--- src/design/raster_pkg.sv ---
`default_nettype none

package raster_pkg;

  // frame geometry, kept small for short runs
  localparam int frame_width  = 64;
  localparam int frame_height = 48;
  localparam int coord_bits   = 7;

  // one pixel word per screen position
  localparam int pixel_bits = 16;

  // word written for a covered pixel, uncovered pixels are zero
  localparam logic [pixel_bits-1:0] fill_color = 16'h0f0f;

  // block sizing for the memory write port
  localparam int pixels_per_block = 16;
  localparam int block_bits       = 256;
  localparam int block_idx_bits   = 4;

  // pixel address is line * frame_width + column
  localparam int addr_bits = 12;

  // write credits owned by the packer after reset
  localparam int init_credits = 4;
  localparam int credit_bits  = 3;

  // packer FSM
  typedef enum logic {
    pack_fill,
    pack_wait_credit
  } pack_state_t;

endpackage

`default_nettype wire

--- src/design/block_packer.sv ---
`default_nettype none

module block_packer
  import raster_pkg::*;
(
  input  wire                    sys_clk,
  input  wire                    sys_rst,
  input  wire                    pix_valid,
  input  wire [coord_bits-1:0]   pix_x,
  input  wire [coord_bits-1:0]   pix_y,
  input  wire                    pix_covered,
  input  wire                    credit_return,
  output logic                   pix_ready,
  output logic                   blk_valid,
  output logic [addr_bits-1:0]   blk_addr,
  output logic [block_bits-1:0]  blk_data
);

  pack_state_t state;

  logic [block_idx_bits-1:0] slot;
  logic [credit_bits-1:0]    credits;
  logic [pixel_bits-1:0]     pix_word;
  logic [addr_bits-1:0]      pix_addr;

  logic accept;
  logic last_accept;
  logic credit_avail;
  logic issue;

  // no pixels taken while a full block waits for a credit
  assign pix_ready = (state == pack_fill);

  assign accept      = pix_valid && pix_ready;
  assign last_accept = accept && (slot == block_idx_bits'(pixels_per_block - 1));

  assign pix_word = pix_covered ? fill_color : '0;
  assign pix_addr = addr_bits'(pix_y) * addr_bits'(frame_width) + addr_bits'(pix_x);

  // a credit coming back this cycle can be spent right away
  assign credit_avail = (credits != '0) || credit_return;
  assign issue = (last_accept || (state == pack_wait_credit)) && credit_avail;

  always_ff @(posedge sys_clk) begin
    if (sys_rst) begin
      state     <= pack_fill;
      slot      <= '0;
      blk_valid <= 1'b0;
    end else begin
      blk_valid <= issue;
      if (accept) begin
        // wraps back to slot zero after the last pixel
        slot <= slot + 1'b1;
      end
      case (state)
        pack_fill: begin
          if (last_accept && !credit_avail) begin
            state <= pack_wait_credit;
          end
        end
        pack_wait_credit: begin
          if (credit_return) begin
            state <= pack_fill;
          end
        end
        default: begin
          state <= pack_fill;
        end
      endcase
    end
  end

  // credit counter, one spent per block and one back per return pulse
  always_ff @(posedge sys_clk) begin
    if (sys_rst) begin
      credits <= credit_bits'(init_credits);
    end else if (issue && !credit_return) begin
      credits <= credits - 1'b1;
    end else if (credit_return && !issue) begin
      credits <= credits + 1'b1;
    end
  end

  // block payload is written in place
  // slot zero of the next block lands only after blk_valid has been seen
  always_ff @(posedge sys_clk) begin
    if (accept) begin
      blk_data[slot*pixel_bits +: pixel_bits] <= pix_word;
      if (slot == '0) begin
        blk_addr <= pix_addr;
      end
    end
  end

endmodule

`default_nettype wire

--- src/design/frame_writer.sv ---
`default_nettype none

module frame_writer
  import raster_pkg::*;
(
  input  wire                    sys_clk,
  input  wire                    sys_rst,
  input  wire                    tri_load,
  input  wire [coord_bits-1:0]   tri_x0,
  input  wire [coord_bits-1:0]   tri_y0,
  input  wire [coord_bits-1:0]   tri_x1,
  input  wire [coord_bits-1:0]   tri_y1,
  input  wire [coord_bits-1:0]   tri_x2,
  input  wire [coord_bits-1:0]   tri_y2,
  input  wire                    credit_return,
  output logic                   blk_valid,
  output logic [addr_bits-1:0]   blk_addr,
  output logic [block_bits-1:0]  blk_data
);

  // pixel stream between the three stages
  logic [coord_bits-1:0] pix_x;
  logic [coord_bits-1:0] pix_y;
  logic                  pix_valid;
  logic                  pix_ready;
  logic                  pix_covered;

  pixel_scanner i_pixel_scanner (
    .sys_clk   (sys_clk),
    .sys_rst   (sys_rst),
    .pix_ready (pix_ready),
    .pix_x     (pix_x),
    .pix_y     (pix_y),
    .pix_valid (pix_valid)
  );

  triangle_coverage i_triangle_coverage (
    .sys_clk     (sys_clk),
    .sys_rst     (sys_rst),
    .tri_load    (tri_load),
    .tri_x0      (tri_x0),
    .tri_y0      (tri_y0),
    .tri_x1      (tri_x1),
    .tri_y1      (tri_y1),
    .tri_x2      (tri_x2),
    .tri_y2      (tri_y2),
    .pix_x       (pix_x),
    .pix_y       (pix_y),
    .pix_valid   (pix_valid),
    .pix_ready   (pix_ready),
    .pix_covered (pix_covered)
  );

  // packer also owns the write credits and back-pressure
  block_packer i_block_packer (
    .sys_clk       (sys_clk),
    .sys_rst       (sys_rst),
    .pix_valid     (pix_valid),
    .pix_x         (pix_x),
    .pix_y         (pix_y),
    .pix_covered   (pix_covered),
    .credit_return (credit_return),
    .pix_ready     (pix_ready),
    .blk_valid     (blk_valid),
    .blk_addr      (blk_addr),
    .blk_data      (blk_data)
  );

endmodule

`default_nettype wire

--- src/design/pixel_scanner.sv ---
`default_nettype none

module pixel_scanner
  import raster_pkg::*;
(
  input  wire                    sys_clk,
  input  wire                    sys_rst,
  input  wire                    pix_ready,
  output logic [coord_bits-1:0]  pix_x,
  output logic [coord_bits-1:0]  pix_y,
  output logic                   pix_valid
);

  logic advance;
  logic last_col;
  logic last_line;

  // step only when the packer takes the current pixel
  assign advance   = pix_valid && pix_ready;
  assign last_col  = (pix_x == coord_bits'(frame_width - 1));
  assign last_line = (pix_y == coord_bits'(frame_height - 1));

  always_ff @(posedge sys_clk) begin
    if (sys_rst) begin
      pix_valid <= 1'b0;
    end else begin
      // a pixel is always on offer once out of reset
      pix_valid <= 1'b1;
    end
  end

  always_ff @(posedge sys_clk) begin
    if (sys_rst) begin
      pix_x <= '0;
      pix_y <= '0;
    end else if (advance) begin
      if (last_col) begin
        pix_x <= '0;
        // end of line, move down or wrap to the top of the frame
        if (last_line) begin
          pix_y <= '0;
        end else begin
          pix_y <= pix_y + 1'b1;
        end
      end else begin
        pix_x <= pix_x + 1'b1;
      end
    end
  end

endmodule

`default_nettype wire

--- src/design/triangle_coverage.sv ---
`default_nettype none

module triangle_coverage
  import raster_pkg::*;
(
  input  wire                   sys_clk,
  input  wire                   sys_rst,
  input  wire                   tri_load,
  input  wire [coord_bits-1:0]  tri_x0,
  input  wire [coord_bits-1:0]  tri_y0,
  input  wire [coord_bits-1:0]  tri_x1,
  input  wire [coord_bits-1:0]  tri_y1,
  input  wire [coord_bits-1:0]  tri_x2,
  input  wire [coord_bits-1:0]  tri_y2,
  input  wire [coord_bits-1:0]  pix_x,
  input  wire [coord_bits-1:0]  pix_y,
  input  wire                   pix_valid,
  input  wire                   pix_ready,
  output logic                  pix_covered
);

  // vertex order x0 y0 x1 y1 x2 y2
  logic [5:0][coord_bits-1:0] pend_tri;
  logic [5:0][coord_bits-1:0] act_tri;
  logic [5:0][coord_bits-1:0] cur_tri;

  logic first_pix;
  logic signed [2*coord_bits+2:0] e0;
  logic signed [2*coord_bits+2:0] e1;
  logic signed [2*coord_bits+2:0] e2;

  // offset of p from a, crossed with the edge a to b
  function automatic logic signed [2*coord_bits+2:0] edge_fn(
    input logic [coord_bits-1:0] ax,
    input logic [coord_bits-1:0] ay,
    input logic [coord_bits-1:0] bx,
    input logic [coord_bits-1:0] by,
    input logic [coord_bits-1:0] px,
    input logic [coord_bits-1:0] py
  );
    logic signed [coord_bits:0] dx;
    logic signed [coord_bits:0] dy;
    logic signed [coord_bits:0] ex;
    logic signed [coord_bits:0] ey;
    dx = $signed({1'b0, px}) - $signed({1'b0, ax});
    dy = $signed({1'b0, py}) - $signed({1'b0, ay});
    ex = $signed({1'b0, bx}) - $signed({1'b0, ax});
    ey = $signed({1'b0, by}) - $signed({1'b0, ay});
    return dx * ey - dy * ex;
  endfunction

  assign first_pix = pix_valid && (pix_x == '0) && (pix_y == '0);

  always_ff @(posedge sys_clk) begin
    if (sys_rst) begin
      pend_tri <= '0;
      act_tri  <= '0;
    end else begin
      if (tri_load) begin
        pend_tri <= {tri_y2, tri_x2, tri_y1, tri_x1, tri_y0, tri_x0};
      end
      // new frame starts, pending triangle takes over
      if (first_pix && pix_ready) begin
        act_tri <= pend_tri;
      end
    end
  end

  // pixel (0,0) already belongs to the frame of the pending triangle
  assign cur_tri = first_pix ? pend_tri : act_tri;

  assign e0 = edge_fn(cur_tri[0], cur_tri[1], cur_tri[2], cur_tri[3], pix_x, pix_y);
  assign e1 = edge_fn(cur_tri[2], cur_tri[3], cur_tri[4], cur_tri[5], pix_x, pix_y);
  assign e2 = edge_fn(cur_tri[4], cur_tri[5], cur_tri[0], cur_tri[1], pix_x, pix_y);

  // inside for either winding
  assign pix_covered = pix_valid &&
                       (((e0 >= 0) && (e1 >= 0) && (e2 >= 0)) ||
                        ((e0 <= 0) && (e1 <= 0) && (e2 <= 0)));

endmodule

`default_nettype wire

--- config.mk ---
export PLATFORM = sky130hd
export DESIGN_NAME = frame_writer
export DESIGN_NICKNAME = d
export VERILOG_FILES = /design/src/design/raster_pkg.sv /design/src/design/block_packer.sv /design/src/design/frame_writer.sv /design/src/design/pixel_scanner.sv /design/src/design/triangle_coverage.sv
export SDC_FILE = /design/constraint.sdc
export NUM_CORES = 2
export LEC_CHECK = 0
export BUFFER_PORTS_ARGS = -buffer_cell sky130_fd_sc_hd__buf_2
export CORE_MARGIN = 2
export CORE_UTILIZATION = 55
export CTS_CLUSTER_DIAMETER = 60
export DETAILED_ROUTE_END_ITERATION = 7
export PLACE_DENSITY = 0.76
export SETUP_SLACK_MARGIN = 0.15
export SKIP_LAST_GASP = 1
export SLEW_MARGIN = 40
export SYNTH_ARGS = -nofsm -noshare
export SYNTH_HDL_FRONTEND = slang
export SYNTH_HIERARCHICAL = 1
export SYNTH_SLANG_ARGS = --single-unit
--- constraint.sdc ---
create_clock -name sys_clk -period 15.8 [get_ports sys_clk]
set_input_delay 0 -clock sys_clk [delete_from_list [all_inputs] [get_ports sys_clk]]
set_output_delay 0 -clock sys_clk [all_outputs]
set_load 0.03 [all_outputs]
==> results <==
- The run finished with clean final reports.
- For the pin with the worst max-slew slack, the measured transition is 0.911 ns.
- The library cell with the largest summed area after synthesis is fa_1.
- The detailed-route DRC error count is 0.
- For this run, the register share of the synthesized area comes to 0.111.
- The buffers inserted during post-CTS setup optimization is 0.
- The delay of the slowest cell on the worst path is 0.68 ns.
- The overall die area is a little over 50000 sq um.
- Synthesis handed over a netlist of 3007 instances.
- The final weighted congestion in routability-driven placement is about 0.95.
- The final layout contains 3824 nets.
- By count the netlist is led by 452 x inv_1, 420 x fa_1, 417 x nor2_1.
- Counting both buffers and inverters, the worst setup path holds a total of 4.
- The dominant register cell in the synthesized netlist is dfxtp_1.
- The TritonCTS buffer count is 17.
- The number of hold violations in the final report was 0.
- During I/O placement, the number of pins put on the boundary was approximately 320.
- The vertical extent of the die is 225 um.
- For this run, the total global-route usage over all layers was measured as 0.277.
- The insertion delay to the later sink of the worst-skew pair is approximately 0.44 ns.
- The share of synthesized area in the top cell type comes to 0.312.
- The starting density of the core is 0.554.
- The total of max-cap violations is 0.
- The average wire per standard cell is 18.3 um.
- The total iterations of the first detailed-routing run is 6.
- In this run, synthesis produced a sequential element count of approximately 140.
- The region available for standard cell placement spans between 40000 and 50000 sq um.
- The global-route wire length before repair is between 100000 and 150000 um.
- The mean number of vias per cell is approximately 5.5.
- The post-CTS resize count is 0.
- In this run, synthesis inferred 28 flip-flops with an integrated enable.
- The critical path endpoint category is a flip-flop.
- In the final layout, the share of cells above drive strength 1 is 0.113.
- The clock slew at the register clock pins of the worst setup and hold paths is about 0.070 ns.
- The critical setup path kind is flip-flop to flip-flop.
- The number of I/O port buffers is about 190.
- The normalized max-slew margin is 0.391.
- In this run the worst path has a maximum fanout of 35.
- Setup repair after global routing left no endpoint under its margin.
- The routed design has about 69000 um of wire.
- In this run the clock root is driven by a clkbuf_16.
- The final sum of negative setup slack is 0 ns.
- Counting stages on the worst path, the most repeated cell is fa_1.
- The initial antenna violation count is 4.
- The maximum number of pins on one net before global-route repair is 72.
- The longest clock path from root to sink contains 2 buffers.
- The count of H-tree levels built during CTS is 4.
- The number of setup violations in the final report is 0.
- The HPWL after detailed placement is 55900 um.
- Yosys attributes the largest share of cell area to fa_1 31%, ha_1 12%, dfxtp_1 8.0%.
- The detailed router finished its first iteration with 1587 violations.
- The worst min-delay path class is input port to flip-flop.
- Derived from the worst setup path, the maximum achievable clock frequency is 87.7 MHz.
- The worst path needs about 11 ns of the cycle, external delays included.
- The critical path's top delay family is adder cells.
- The count of nets left with antenna violations after detail routing is 0.
- Clock tree synthesis found a total of between 100 and 150 sinks.
- The clock skew after layout is about 0.019 ns.
- Summed over all layers, the global routing overflow is 0.
- The number of distinct library cells after synthesis is about 100.
- The via count of the first global-routing pass is 20721.
- In this run the core area contains about 80 standard-cell rows.
- The proportion of synthesized flip-flops having asynchronous set or reset is 0.
- The data required time of the critical path is approximately 16 ns.
- Among all cell types in the netlist, the one instantiated most often is inv_1.
- The cell with the largest stage delay on the worst path is nor4b_2.
- Measured along the x axis, the die boundary spans about 230 um.
- The post-synthesis instance area is ~27000 sq um.
- The kind of launch point of the worst setup path is a flip-flop.
- TritonCTS built the clock tree.
- A synthesized cell averages around 9.0 sq um.
- Detailed routing inserted a total of between 20000 and 25000 vias.
- The final count of pins violating max slew is 0.
- The signal arrival time at the worst endpoint is approximately 12 ns.
- The share of the clock period used by the worst path is 0.722.
- The synthesis-to-layout area growth is 5.82%.
- For this run, the number of Yosys warnings is 6.
-- final cells by class --
cell class | instances | area (sq um)
diodes | 3 | 7.51
multi-input cells | 2238 | 20800
inverters | 459 | 1720
clock inverters | 13 | 155
well taps | 622 | 778
flip-flops and latches | 136 | 3010
clock buffers | 19 | 453
fillers | 4113 | 20100
repair buffers | 258 | 1630
-- through the flow --
stage          setup WS [ns]  std cells  cell area, sq um  hold slack, ns  utilization
2_1_floorplan           5.79       3134             27400          0.0793            -
3_3_place_gp            4.48       3651             27100           0.219        0.558
3_5_place_dp            4.73       3651             27200           0.234        0.559
4_1_cts                 4.69       3745             28400           0.271        0.584
5_1_grt                 4.01       3747             28500           0.315        0.586
6_report                4.39       3748             28500           0.296        0.586
-- what timing repair did --
action / 4_1_cts / 5_1_grt
hold buffers: 62 / 0
setup endpoints to repair: 0 / 0
endpoints found under the hold margin: 61 / 0
-- metal layers --
metal  track usage  up-vias  wire (um)
li1              -     9473          -
met1         0.361    10197      28100
met2         0.459      992      32300
met3        0.0550      131       5810
met4        0.0972        2       2470
met5             0        -         13
-- cells by family after synthesis --
family,after synthesis,share of synthesized area
buffers and inverters,760,0.141
adders and majority gates,685,0.433
other,1,0.000139
xor gates and xnor gates,136,0.0453
and+or+nand+nor,879,0.154
DFF,136,0.111
muxes,100,0.0385
AOI/OAI and AO/OA,310,0.0763
-- worst min-delay path, delay by kind of cell --
kind                   cells  cell delay, ns
AND/OR/NAND/NOR            1            0.07
multiplexers               1            0.19
buffers and inverters      2            0.43
-- state kept, by name, indices dropped and copies added, names as in the netlist --
name and count:
i_block_packer/blk_data 16, i_triangle_coverage/act_tri 42, i_block_packer/credits 3, i_block_packer/blk_valid 1
i_block_packer/blk_addr 12, i_pixel_scanner/pix_y 7, i_block_packer/slot 4, i_pixel_scanner/pix_x 7
i_pixel_scanner/pix_valid 1, i_triangle_coverage/pend_tri 42, i_block_packer/state 1
-- final timing paths --
kind / depth (start not counted) / slack (ns) / to / start
hold reg to reg: 2 / 0.45 / i_triangle_coverage/act_tri[7]$_SDFFE_PP0P_ / i_triangle_coverage/act_tri[7]$_SDFFE_PP0P_
setup / recovery: 30 / 4.39 / i_block_packer/blk_data[219]$_DFFE_PP_ / i_pixel_scanner/pix_valid$_DFF_P_
hold / removal: 4 / 0.30 / i_triangle_coverage/pend_tri[20]$_SDFFE_PP0P_ / tri_load
setup reg to reg: 30 / 4.39 / i_block_packer/blk_data[219]$_DFFE_PP_ / i_pixel_scanner/pix_valid$_DFF_P_
-- layout by cell type, fill, tap and decap left out, types with 11 or more instances in the layout --
| cell | synthesis | layout |
|---|---|---|
| nand3_1 | 27 | 27 |
| and2_1 | 13 | 13 |
| xor2_1 | 39 | 36 |
| xnor2_1 | 93 | 81 |
| a211oi_1 | 12 | 12 |
| maj3_1 | 15 | 15 |
| buf_4 | 245 | 11 |
| nor2b_1 | 31 | 31 |
| buf_2 | 4 | 185 |
| inv_1 | 452 | 452 |
| nor3_1 | 33 | 33 |
| conb_1 | 1 | 128 |
| clkbuf_16 | 0 | 17 |
| o21ai_0 | 52 | 52 |
| a21o_1 | 18 | 18 |
| or2_2 | 36 | 36 |
| xnor2_2 | 4 | 16 |
| mux2i_1 | 85 | 82 |
| nor2_1 | 417 | 417 |
| a21oi_1 | 115 | 115 |
| dlygate4sd3_1 | 0 | 62 |
| edfxtp_1 | 28 | 28 |
| nand2b_1 | 46 | 46 |
| nand2_1 | 167 | 167 |
| fa_1 | 420 | 420 |
| dfxtp_1 | 108 | 106 |
| and3_1 | 21 | 21 |
| ha_1 | 248 | 248 |
Power is not shown: default switching activity piles up to over one toggle a cycle in this logic, so the estimate is an artifact.
